### config.mk
export PLATFORM = sky130hd
export DESIGN_NAME = husky_ctrl_top
export DESIGN_NICKNAME = d
export VERILOG_FILES = /design/src/hw/husky_ctrl_pkg.sv /design/src/hw/husky_ctrl_top.sv /design/src/hw/reg_status.sv /design/src/hw/reg_target_io.sv /design/src/hw/reg_trigger.sv /design/src/hw/usb_reg_front.sv
export SDC_FILE = /design/constraint.sdc
export NUM_CORES = 1
export LEC_CHECK = 0
export BUFFER_PORTS_ARGS = -buffer_cell sky130_fd_sc_hd__buf_4
export CAP_MARGIN = 10
export CORE_UTILIZATION = 35
export CTS_BUF_LIST = sky130_fd_sc_hd__clkbuf_4 sky130_fd_sc_hd__clkbuf_8 sky130_fd_sc_hd__clkbuf_16
export DETAILED_ROUTE_END_ITERATION = 6
export PLACE_DENSITY = 0.56
export SKIP_LAST_GASP = 1
export SLEW_MARGIN = 20
export SYNTH_ARGS = -nofsm -noshare
export SYNTH_HDL_FRONTEND = slang
export SYNTH_SLANG_ARGS = --single-unit
### constraint.sdc
create_clock -name clk_usb_buf -period 4.51 [get_ports clk_usb_buf]
set_clock_uncertainty 0.15 [all_clocks]
set_input_delay 0.2255 -clock clk_usb_buf [delete_from_list [all_inputs] [get_ports clk_usb_buf]]
set_output_delay 0.2255 -clock clk_usb_buf [all_outputs]
set_load 0.05 [all_outputs]
### src/hw/husky_ctrl_pkg.sv
package husky_ctrl_pkg;

   // Bus widths
   localparam int DATA_W      = 8;
   localparam int ADDR_W      = 8;
   localparam int TRIG_PINS   = 5;   // io1..io4, then nRST
   localparam int BYTECNT_DEF = 7;

   // Register map
   typedef enum logic [ADDR_W-1:0] {
      ADDR_TRIG_CFG = 8'h20,   // Byte 0 mask, byte 1 mode
      ADDR_IO_CTRL  = 8'h21,
      ADDR_STATUS   = 8'h22
   } reg_addr_e;

   // Trigger combine mode
   typedef enum logic {
      TRIG_OR  = 1'b0,
      TRIG_AND = 1'b1
   } trig_mode_e;

   // Host bus front end states
   typedef enum logic [1:0] {
      IDLE,
      ADDR,
      WRITE,
      READ
   } bus_state_e;

   // One register request, broadcast to every block
   typedef struct packed {
      logic [ADDR_W-1:0]      address;
      logic [BYTECNT_DEF-1:0] bytecnt;
      logic [DATA_W-1:0]      wdata;
      logic                   read;
      logic                   write;
   } reg_req_t;

   // Drive of one target pin
   typedef struct packed {
      logic oe;
      logic val;
   } pin_drive_t;

endpackage

### src/hw/husky_ctrl_top.sv
`timescale 1ns/10ps

module husky_ctrl_top #(
   parameter int BYTECNT_W     = 7,
   parameter int HEARTBEAT_BIT = 22
) (
   input  logic                                  clk_usb_buf,
   input  logic                                  rst_i,
   input  logic [husky_ctrl_pkg::ADDR_W-1:0]     usb_addr_i,
   input  logic [husky_ctrl_pkg::DATA_W-1:0]     usb_data_i,
   input  logic                                  usb_rdn_i,
   input  logic                                  usb_wrn_i,
   input  logic                                  usb_cen_i,
   input  logic                                  usb_alen_i,
   output logic [husky_ctrl_pkg::DATA_W-1:0]     usb_data_o,
   output logic                                  usb_data_oe_o,
   input  logic [husky_ctrl_pkg::TRIG_PINS-1:0]  trig_pins_i,
   input  logic                                  sam_mosi_i,
   input  logic                                  sam_spck_i,
   input  logic                                  target_miso_i,
   input  logic [1:0]                            error_i,
   input  logic                                  pll_locked_i,
   output logic                                  trigout_o,
   output logic                                  target_poweron_o,
   output husky_ctrl_pkg::pin_drive_t            nrst_o,
   output husky_ctrl_pkg::pin_drive_t            mosi_o,
   output husky_ctrl_pkg::pin_drive_t            sck_o,
   output husky_ctrl_pkg::pin_drive_t            sam_miso_o,
   output logic                                  led_adc_o
);

   husky_ctrl_pkg::reg_req_t          reg_req;
   logic [husky_ctrl_pkg::DATA_W-1:0] rdata_trig;
   logic [husky_ctrl_pkg::DATA_W-1:0] rdata_io;
   logic [husky_ctrl_pkg::DATA_W-1:0] rdata_status;
   logic [husky_ctrl_pkg::DATA_W-1:0] rdata_merged;

   // Unaddressed blocks return zero
   assign rdata_merged = rdata_trig | rdata_io | rdata_status;

   usb_reg_front #(
      .BYTECNT_W      (BYTECNT_W)
   ) front_i (
      .clk_usb_buf    (clk_usb_buf),
      .rst_i          (rst_i),
      .usb_addr_i     (usb_addr_i),
      .usb_data_i     (usb_data_i),
      .usb_rdn_i      (usb_rdn_i),
      .usb_wrn_i      (usb_wrn_i),
      .usb_cen_i      (usb_cen_i),
      .usb_alen_i     (usb_alen_i),
      .rdata_i        (rdata_merged),
      .req_o          (reg_req),
      .usb_data_o     (usb_data_o),
      .usb_data_oe_o  (usb_data_oe_o)
   );

   reg_trigger #(
      .BYTECNT_W      (BYTECNT_W)
   ) trigger_i (
      .clk_usb_buf    (clk_usb_buf),
      .rst_i          (rst_i),
      .req_i          (reg_req),
      .trig_pins_i    (trig_pins_i),
      .rdata_o        (rdata_trig),
      .trig_o         (trigout_o)
   );

   reg_target_io #(
      .BYTECNT_W        (BYTECNT_W)
   ) target_io_i (
      .clk_usb_buf      (clk_usb_buf),
      .rst_i            (rst_i),
      .req_i            (reg_req),
      .sam_mosi_i       (sam_mosi_i),
      .sam_spck_i       (sam_spck_i),
      .target_miso_i    (target_miso_i),
      .rdata_o          (rdata_io),
      .target_poweron_o (target_poweron_o),
      .nrst_o           (nrst_o),
      .mosi_o           (mosi_o),
      .sck_o            (sck_o),
      .sam_miso_o       (sam_miso_o)
   );

   reg_status #(
      .BYTECNT_W      (BYTECNT_W),
      .HEARTBEAT_BIT  (HEARTBEAT_BIT)
   ) status_i (
      .clk_usb_buf    (clk_usb_buf),
      .rst_i          (rst_i),
      .req_i          (reg_req),
      .error_i        (error_i),
      .pll_locked_i   (pll_locked_i),
      .rdata_o        (rdata_status),
      .led_adc_o      (led_adc_o)
   );

endmodule

### src/hw/reg_status.sv
`timescale 1ns/10ps

module reg_status #(
   parameter int BYTECNT_W     = 7,
   parameter int HEARTBEAT_BIT = 22
) (
   input  logic                               clk_usb_buf,
   input  logic                               rst_i,
   input  husky_ctrl_pkg::reg_req_t           req_i,
   input  logic [1:0]                         error_i,   // FIFO, monitor
   input  logic                               pll_locked_i,
   output logic [husky_ctrl_pkg::DATA_W-1:0]  rdata_o,
   output logic                               led_adc_o
);

   localparam int ERR_W = 2;

   logic [BYTECNT_W-1:0]   byte_sel;
   logic                   hit;
   logic [ERR_W-1:0]       err_prev_q;
   logic [ERR_W-1:0]       err_q;
   logic [ERR_W-1:0]       err_rise;
   logic [ERR_W-1:0]       err_clr;
   logic [HEARTBEAT_BIT:0] hb_q;

   assign byte_sel = BYTECNT_W'(req_i.bytecnt);
   assign hit      = (req_i.address == husky_ctrl_pkg::ADDR_STATUS) &&
                     (byte_sel == BYTECNT_W'(0));

   assign err_rise = error_i & ~err_prev_q;
   assign err_clr  = (hit && req_i.write) ? req_i.wdata[ERR_W-1:0] : '0;   // Write one to clear

   always_ff @(posedge clk_usb_buf) begin
      if (rst_i) begin
         err_prev_q <= '0;
         err_q      <= '0;
      end else begin
         err_prev_q <= error_i;
         err_q      <= (err_q & ~err_clr) | err_rise;   // New event beats a clear
      end
   end

   // Free running heartbeat
   always_ff @(posedge clk_usb_buf) begin
      if (rst_i) begin
         hb_q <= '0;
      end else begin
         hb_q <= hb_q + 1'b1;
      end
   end

   assign rdata_o = hit ? {{(husky_ctrl_pkg::DATA_W - ERR_W){1'b0}}, err_q} : '0;

   // Blink on error, else show PLL unlock
   assign led_adc_o = (|err_q) ? hb_q[HEARTBEAT_BIT] : ~pll_locked_i;

endmodule

### src/hw/reg_target_io.sv
`timescale 1ns/10ps

module reg_target_io #(
   parameter int BYTECNT_W = 7
) (
   input  logic                               clk_usb_buf,
   input  logic                               rst_i,
   input  husky_ctrl_pkg::reg_req_t           req_i,
   input  logic                               sam_mosi_i,
   input  logic                               sam_spck_i,
   input  logic                               target_miso_i,
   output logic [husky_ctrl_pkg::DATA_W-1:0]  rdata_o,
   output logic                               target_poweron_o,
   output husky_ctrl_pkg::pin_drive_t         nrst_o,
   output husky_ctrl_pkg::pin_drive_t         mosi_o,
   output husky_ctrl_pkg::pin_drive_t         sck_o,
   output husky_ctrl_pkg::pin_drive_t         sam_miso_o
);

   // Control register layout, bit 0 first from the bottom
   typedef struct packed {
      logic nrst_val;
      logic nrst_en;
      logic avrprog;
      logic power_off;
   } io_ctrl_t;

   localparam int CTRL_W = $bits(io_ctrl_t);

   logic [BYTECNT_W-1:0] byte_sel;
   logic                 hit;
   io_ctrl_t             ctrl_q;

   assign byte_sel = BYTECNT_W'(req_i.bytecnt);
   assign hit      = (req_i.address == husky_ctrl_pkg::ADDR_IO_CTRL) &&
                     (byte_sel == BYTECNT_W'(0));   // Single byte register

   always_ff @(posedge clk_usb_buf) begin
      if (rst_i) begin
         ctrl_q <= '0;
      end else if (hit && req_i.write) begin
         ctrl_q <= io_ctrl_t'(req_i.wdata[CTRL_W-1:0]);
      end
   end

   assign rdata_o = hit ? {{(husky_ctrl_pkg::DATA_W - CTRL_W){1'b0}}, ctrl_q} : '0;

   assign target_poweron_o = ~ctrl_q.power_off;

   // Pin priority: power off, then AVR programming, then nRST override
   always_comb begin
      nrst_o.oe  = 1'b0;
      nrst_o.val = ctrl_q.avrprog ? 1'b0 : ctrl_q.nrst_val;   // Hold target in reset
      mosi_o.oe  = 1'b0;
      mosi_o.val = sam_mosi_i;
      sck_o.oe   = 1'b0;
      sck_o.val  = sam_spck_i;
      if (!ctrl_q.power_off) begin
         if (ctrl_q.avrprog) begin
            nrst_o.oe = 1'b1;
            mosi_o.oe = 1'b1;
            sck_o.oe  = 1'b1;
         end else if (ctrl_q.nrst_en) begin
            nrst_o.oe = 1'b1;
         end
      end
   end

   // MISO back to the SAM ignores target power
   assign sam_miso_o.oe  = ctrl_q.avrprog;
   assign sam_miso_o.val = target_miso_i;

endmodule

### src/hw/reg_trigger.sv
`timescale 1ns/10ps

module reg_trigger #(
   parameter int BYTECNT_W = 7
) (
   input  logic                                  clk_usb_buf,
   input  logic                                  rst_i,
   input  husky_ctrl_pkg::reg_req_t              req_i,
   input  logic [husky_ctrl_pkg::TRIG_PINS-1:0]  trig_pins_i,
   output logic [husky_ctrl_pkg::DATA_W-1:0]     rdata_o,
   output logic                                  trig_o
);

   logic [BYTECNT_W-1:0]                 byte_sel;
   logic                                 hit;
   logic [husky_ctrl_pkg::TRIG_PINS-1:0] mask_q;
   husky_ctrl_pkg::trig_mode_e           mode_q;
   logic                                 any_hit;
   logic                                 all_hit;
   logic                                 trig_q;

   assign byte_sel = BYTECNT_W'(req_i.bytecnt);
   assign hit      = (req_i.address == husky_ctrl_pkg::ADDR_TRIG_CFG);

   always_ff @(posedge clk_usb_buf) begin
      if (rst_i) begin
         mask_q <= '0;
         mode_q <= husky_ctrl_pkg::TRIG_OR;
      end else if (hit && req_i.write) begin
         if (byte_sel == BYTECNT_W'(0)) begin
            mask_q <= req_i.wdata[husky_ctrl_pkg::TRIG_PINS-1:0];
         end else if (byte_sel == BYTECNT_W'(1)) begin
            mode_q <= husky_ctrl_pkg::trig_mode_e'(req_i.wdata[0]);
         end
      end
   end

   always_comb begin
      rdata_o = '0;
      if (hit) begin
         if (byte_sel == BYTECNT_W'(0)) begin
            rdata_o = {{(husky_ctrl_pkg::DATA_W - husky_ctrl_pkg::TRIG_PINS){1'b0}}, mask_q};
         end else if (byte_sel == BYTECNT_W'(1)) begin
            rdata_o = {{(husky_ctrl_pkg::DATA_W - 1){1'b0}}, mode_q};
         end
      end
   end

   // Unmasked pins count as high for AND, empty mask never fires
   assign any_hit = |(trig_pins_i & mask_q);
   assign all_hit = (&(trig_pins_i | ~mask_q)) & (|mask_q);

   always_ff @(posedge clk_usb_buf) begin
      if (rst_i) begin
         trig_q <= 1'b0;
      end else begin
         trig_q <= (mode_q == husky_ctrl_pkg::TRIG_AND) ? all_hit : any_hit;
      end
   end

   assign trig_o = trig_q;

endmodule

### src/hw/usb_reg_front.sv
`timescale 1ns/10ps

module usb_reg_front #(
   parameter int BYTECNT_W = 7
) (
   input  logic                                clk_usb_buf,
   input  logic                                rst_i,
   input  logic [husky_ctrl_pkg::ADDR_W-1:0]   usb_addr_i,
   input  logic [husky_ctrl_pkg::DATA_W-1:0]   usb_data_i,
   input  logic                                usb_rdn_i,
   input  logic                                usb_wrn_i,
   input  logic                                usb_cen_i,
   input  logic                                usb_alen_i,
   input  logic [husky_ctrl_pkg::DATA_W-1:0]   rdata_i,
   output husky_ctrl_pkg::reg_req_t            req_o,
   output logic [husky_ctrl_pkg::DATA_W-1:0]   usb_data_o,
   output logic                                usb_data_oe_o
);

   localparam int REQ_CNT_W = husky_ctrl_pkg::BYTECNT_DEF;

   // Strobe positions in the sync vectors
   localparam int RDN  = 0;
   localparam int WRN  = 1;
   localparam int CEN  = 2;
   localparam int ALEN = 3;

   logic [3:0] strb_meta;
   logic [3:0] strb_sync;
   logic [3:0] strb_prev;   // Edge detect stage

   logic cs_active;
   logic ale_active;
   logic wr_fall;
   logic wr_rise;
   logic rd_fall;
   logic rd_rise;

   husky_ctrl_pkg::bus_state_e state_q;
   husky_ctrl_pkg::bus_state_e state_d;

   logic                              addr_load;
   logic                              cnt_inc;
   logic                              wr_pulse;
   logic                              rd_pulse;
   logic [husky_ctrl_pkg::ADDR_W-1:0] addr_q;
   logic [BYTECNT_W-1:0]              cnt_q;
   logic [husky_ctrl_pkg::DATA_W-1:0] wdata_q;
   logic [husky_ctrl_pkg::DATA_W-1:0] dout_q;
   logic                              wr_q;
   logic                              rd_q;

   // Two-flop synchronizer, strobes idle high
   always_ff @(posedge clk_usb_buf) begin
      if (rst_i) begin
         strb_meta <= '1;
         strb_sync <= '1;
         strb_prev <= '1;
      end else begin
         strb_meta <= {usb_alen_i, usb_cen_i, usb_wrn_i, usb_rdn_i};
         strb_sync <= strb_meta;
         strb_prev <= strb_sync;
      end
   end

   assign cs_active  = ~strb_sync[CEN];
   assign ale_active = cs_active & ~strb_sync[ALEN];
   assign wr_fall    = strb_prev[WRN] & ~strb_sync[WRN];
   assign wr_rise    = ~strb_prev[WRN] & strb_sync[WRN];
   assign rd_fall    = strb_prev[RDN] & ~strb_sync[RDN];
   assign rd_rise    = ~strb_prev[RDN] & strb_sync[RDN];

   always_comb begin
      state_d   = state_q;
      addr_load = 1'b0;
      cnt_inc   = 1'b0;
      wr_pulse  = 1'b0;
      rd_pulse  = 1'b0;
      case (state_q)
         husky_ctrl_pkg::IDLE,
         husky_ctrl_pkg::ADDR: begin
            if (ale_active) begin
               state_d   = husky_ctrl_pkg::ADDR;
               addr_load = 1'b1;
            end else if (cs_active && wr_fall) begin
               state_d  = husky_ctrl_pkg::WRITE;
               wr_pulse = 1'b1;
            end else if (cs_active && rd_fall) begin
               state_d  = husky_ctrl_pkg::READ;
               rd_pulse = 1'b1;
            end else begin
               state_d = husky_ctrl_pkg::IDLE;
            end
         end
         husky_ctrl_pkg::WRITE: begin
            if (wr_rise) begin
               cnt_inc = 1'b1;   // Next byte of the register
               state_d = husky_ctrl_pkg::IDLE;
            end
         end
         husky_ctrl_pkg::READ: begin
            if (rd_rise) begin
               cnt_inc = 1'b1;
               state_d = husky_ctrl_pkg::IDLE;
            end
         end
         default: state_d = husky_ctrl_pkg::IDLE;
      endcase
   end

   always_ff @(posedge clk_usb_buf) begin
      if (rst_i) begin
         state_q <= husky_ctrl_pkg::IDLE;
         addr_q  <= '0;
         cnt_q   <= '0;
         wr_q    <= 1'b0;
         rd_q    <= 1'b0;
      end else begin
         state_q <= state_d;
         wr_q    <= wr_pulse;
         rd_q    <= rd_pulse;
         if (addr_load) begin
            addr_q <= usb_addr_i;
            cnt_q  <= '0;
         end else if (cnt_inc) begin
            cnt_q <= cnt_q + 1'b1;
         end
      end
   end

   // Data path
   always_ff @(posedge clk_usb_buf) begin
      if (wr_pulse) begin
         wdata_q <= usb_data_i;
      end
      if (rd_q) begin
         dout_q <= rdata_i;   // Held for the host until the next read
      end
   end

   always_comb begin
      req_o.address = addr_q;
      req_o.bytecnt = REQ_CNT_W'(cnt_q);
      req_o.wdata   = wdata_q;
      req_o.read    = rd_q;
      req_o.write   = wr_q;
   end

   assign usb_data_o    = dout_q;
   assign usb_data_oe_o = (state_q == husky_ctrl_pkg::READ);   // Drop on synced RDn rise

endmodule

Word-level counts from Yosys, hierarchy flattened. Index checks and enable logic that the tools add are counted.

Shift operators: 0. Divide/modulo/power cells: 0. $add $sub $neg: 2. Reductions and logical operators: 19. Bitwise logic cells: 26. Order comparisons: 0. Muxes and demuxes: 29. Multiply operators: 0. Eq/ne operators: 9.

Operators with widths (count): == test 8 x 6 -> 1 bit (second input constant) (3); adder 23 x 1 -> 23 bit (second input constant) (1); 2-to-1 mux 1 bit (17); 2-to-1 mux 8 bit (2); OR 8 bit (2); 2-to-1 mux 2 bit (7); inverter 1 bit (10); OR reduction 5 bit (2); adder 7 x 1 -> 7 bit (second input constant) (1); == test 7 x 1 -> 1 bit (second input constant) (1); logical AND 1 bit (7); zero test 7 bit (1); AND 1 bit (6); one-hot mux 2 bit (3 select lines) (1); OR reduction 2 bit (3); AND 5 bit (1); inverter 5 bit (1); OR 5 bit (1); AND reduction 5 bit (1); AND 2 bit (2); == test 2 bit (second input constant) (2); 2-to-1 mux 4 bit (1); inequality test 2 x 1 -> 1 bit (second input constant) (2); inverter 2 bit (2); 7 further kinds (8).

Memories: 0. Latch bits: 0. Logic and storage cells: 105. Output and inout port bits: 20. ROM bits: 0. RAM bits: 0. Register bits after elaboration: 80.

Logic depth before layout (Yosys ltp).
Depth in word-level cells: 7. Gate-level depth with buffers: 7. Gate-level depth less buffers: 6.

Modules after synthesis. From an unflattened synthesis, not the netlist that was laid out.

Cells, all modules: 383. Area, all modules: 3762.4 um2.

Modules (own cells, without submodules): usb_reg_front (cells each 131, area each 1571.5 um2, instances 1); reg_status (cells each 149, area each 1283.7 um2, instances 1); reg_trigger (cells each 54, area each 496.7 um2, instances 1); reg_target_io (cells each 41, area each 360.3 um2, instances 1); husky_ctrl_top (cells each 8, area each 50.0 um2, instances 1).

Least setup slack after synthesis. Ideal clock, no wire load.

Path kind: register to register. Start: reg status_i.hb_q[0]. End: reg status_i.hb_q[22]. Slack: 2.557 ns. Arrival: 1.733 ns. Library setup time: 0.070 ns. Stages on the path, launching flop included: 7. Cells stage by stage: dfxtp_1 -> ha_1 -> nand2_1 -> or4_1 -> buf_2 -> or4_1 -> a21oi_1.

Word-level cells in the longest chain between the ends: 1.

RTL lines: start, declared (RTL line reg_status.sv:24) `logic [HEARTBEAT_BIT:0] hb_q;`; start signal, assigned (RTL line reg_status.sv:48) `hb_q <= hb_q + 1'b1;`; adder 23 x 1 -> 23 bit (RTL line reg_status.sv:48).

Every way passes these cells. A chain may end at the register's enable or synchronous reset.

Worst setup path after layout.
Start: reg status_i.hb_q[2]. End: reg status_i.hb_q[22].

The elaborated chain is that of the path after synthesis.

==> flow_summary.ini <==
[logic_synthesis]
async_flop_share_pct = 0
synth_top_area_share_pct = 41.0
ys_types = 45
seq_area_frac_synth_pct = 50.2
synthFlopType = dfxtp_1
synth_warnings = 0
ys_ff_latch = 77
yosysTopAreaCell = dfxtp_1
netlist_instances = 355
synth_area_um2 = 3270
synth-edff-count = 10
avgSynthCellArea_um2 = 9.21
synth.area.top_cells = dfxtp_1, edfxtp_1, mux2i_1

[sta]
fin_crit_ns = 2.32
clock.fmax_mhz = 430
rsz0062_at_grt = no
setup_tns_ns = 0
max_slew_margin_pct = 35.7
worstMarginPinSlew_ns = 0.951
maxSlewViolCount = 0
setup_viol = 0
period_share_pct = 51.5
hold_viol = 0

[global_routing]
antenna_found_initial = 0
grt_overflow_total = 0
grt_pass1_wl_mm = 10.8
grt_pass1_vias = 2419
grt_max_degree = 64
track_usage_pct = 14.0

[job]
maxCapViolCount = 0

[pwr]
power_density_nw_per_um2 = 326
vdd_drop_max_uv = 212
leakagePower_nw = 1.47
p_total_mw = 1.30

[finish]
fillers = 873
antenna_cells = 0
multi_input_area_um2 = 1480
synthToLayoutAreaGrowth_pct = 22.2
fin_nets = 442
seq_area_um2 = 1640
drive_above_1_share_pct = 17.1

[setup_path]
cp_top_family = simple AND/OR/NAND/NOR gates
setup.worst_path.class = flop to flop
cp_max_fo = 15
critPathMaxStageDelay_ns = 0.79
crit_top_cell = or4_1
critPathBufInv = 0
critical_path_arrival_ns = 2.45
cp.required_ns = 4.64
crit_chain = nand3_1, or4_1, or4_1, a21oi_1
startpoint_type = flop
endpoint_kind = flop
slowest_stage = or4_1

[placement]
io_buffers = 40
dp_hpwl_mm = 4.31
gp_congestion = 0.748

[floorplan]
dieArea_um2 = 9730
die_h_um = 98.7
core_um2 = 8890
start_util_pct = 36.8
num_rows = 34
die_x_um = 98.7
ios = 53

[route]
vias = 2520
drt_drc_violations_left = 0
wl_per_cell_um = 12.2
dr.pass1.iters = 4
drtIter0Drc = 95
viasPerCell = 4.86
drtAntennaViolNets = 0
wirelength_mm = 6.31

[clock_network]
h-tree-depth = 3
cts_tree = yes
root_buffer = clkbuf_8
cts_made_buffers = 9
cts.reportedPaths.clkPinSlew_ns = 0.08
cts_hold_buf = 19
cts.repair.resized = 0
clkLatencyLatePin_ns = 0.34
post_cts.repair.setup_buffers = 0
clock_sinks = 77
cts_max_path_buffers = 2

[outcome]
status = finished, final reports clean

[worst_hold_path]
hold_path_class = input pin to flop
-- synth_stat cells (all sizes together), types with 2 or more instances --
master	n
nor4	4
nor2	37
o211ai	4
buf	11
or4	6
xor2	3
edfxtp	10
o21ai	16
ha	4
or2	10
nand3	10
nand2	28
mux2i	14
nor3	10
nand4	8
a222oi	2
dfxtp	67
nor4b	2
nor2b	7
a21oi	26
nand2b	8
inv	13
and4b	2
clkbuf	11
a22oi	2
or3	11
nand3b	2
nor3b	2
and4	2
xnor2	10
and3	2
-- per-stage QoR --
step	cells	worst slack (ns)	area [um2]	hold WS (ns)	util (%)
2_1_floorplan	357	2.56	3280	0.174	-
3_3_place_gp	483	2.16	3600	0.246	40.5
3_5_place_dp	483	2.18	3600	0.244	40.5
4_1_cts	518	2.17	3990	0.120	44.9
5_1_grt	518	1.97	4000	0.154	44.9
6_report	518	2.19	4000	0.150	44.9
-- worst reg2reg max path, delay by kind of cell (launching register included) --
kind	cells	cell delay [ns]
AOI/OAI and AO/OA	1	0.14
DFF	1	0.38
and+or+nand+nor	3	1.60
-- layout make-up --
type                    count  area share, %
repair buffers             59           12.3
inverters                  13           1.22
flip-flops and latches     77           41.1
clock buffers              12           3.82
clock inverters             4           1.25
multi-input cells         245           37.0
well taps                 108           3.38
-- routing by layer --
layer	up-vias	share of wire, %	routed length [um]	global-route usage [%]
met3	9	3.2	202	4.82
met2	30	49	3070	24.4
met5	-	0	0	0
li1	1331	-	-	-
met1	1150	47	2970	15.8
met4	0	1.2	76	5.51
-- where the power goes --
| group | total (mW) | switching, mW | internal (mW) |
|---|---|---|---|
| Combinational | 0.0713 | 0.0345 | 0.0368 |
| Clock | 0.521 | 0.239 | 0.282 |
| Sequential | 0.709 | 0.00669 | 0.702 |
| Total | 1.30 | 0.280 | 1.02 |
-- cells in the final DEF (no fill, tap or decap), types with 3 or more instances in the layout --
master / netlist / final
a21oi_1: 26 / 26
buf_4: 8 / 40
clkbuf_8: 0 / 10
conb_1: 1 / 3
dfxtp_1: 67 / 67
dlygate4sd3_1: 0 / 19
edfxtp_1: 10 / 10
ha_1: 4 / 4
inv_1: 13 / 13
mux2i_1: 14 / 14
nand2_1: 28 / 28
nand2b_1: 8 / 8
nand3_1: 10 / 10
nand4_1: 7 / 7
nor2_1: 37 / 37
nor2b_1: 7 / 7
nor3_1: 10 / 9
nor4_1: 4 / 4
o211ai_1: 4 / 4
o21ai_0: 16 / 16
or2_2: 10 / 10
or3_1: 11 / 11
or4_1: 6 / 6
xnor2_1: 10 / 10
xor2_1: 3 / 3
-- registers in the layout, indices dropped and copies added, names as in the netlist, 3 cells and up --
register	cells
front_i.strb_sync	4
target_io_i.ctrl_q	3
front_i.cnt_q	7
front_i.usb_data_o	5
trigger_i.mask_q	5
front_i.addr_q	8
status_i.hb_q	23
front_i.strb_meta	4
front_i.wdata_q	5
-- logic make-up (layout without fill, tap and decap cells) --
family / after synthesis / count (layout) / share of synthesized area [%]
adders and majority gates: 4 / 4 / 1.53
and+or+nand+nor: 155 / 155 / 25.6
buffers and inverters: 35 / 88 / 5.01
muxes: 14 / 14 / 4.28
DFF: 77 / 77 / 50.2
AOI/OAI and AO/OA: 56 / 56 / 9.83
other: 1 / 3 / 0.115
xor gates and xnor gates: 13 / 13 / 3.48
-- worst paths after layout --
kind	from	end	slack [ns]	depth (start not counted)
setup / recovery	status_i.hb_q[2]	status_i.hb_q[22]	2.19	4
hold / removal	trig_pins_i[2]	trigger_i.trig_o	0.15	3
setup reg to reg	status_i.hb_q[2]	status_i.hb_q[22]	2.19	4
hold reg to reg	front_i.strb_meta[0]	front_i.strb_sync[0]	0.26	1
Note: power is estimated with default switching activity, not from simulation.
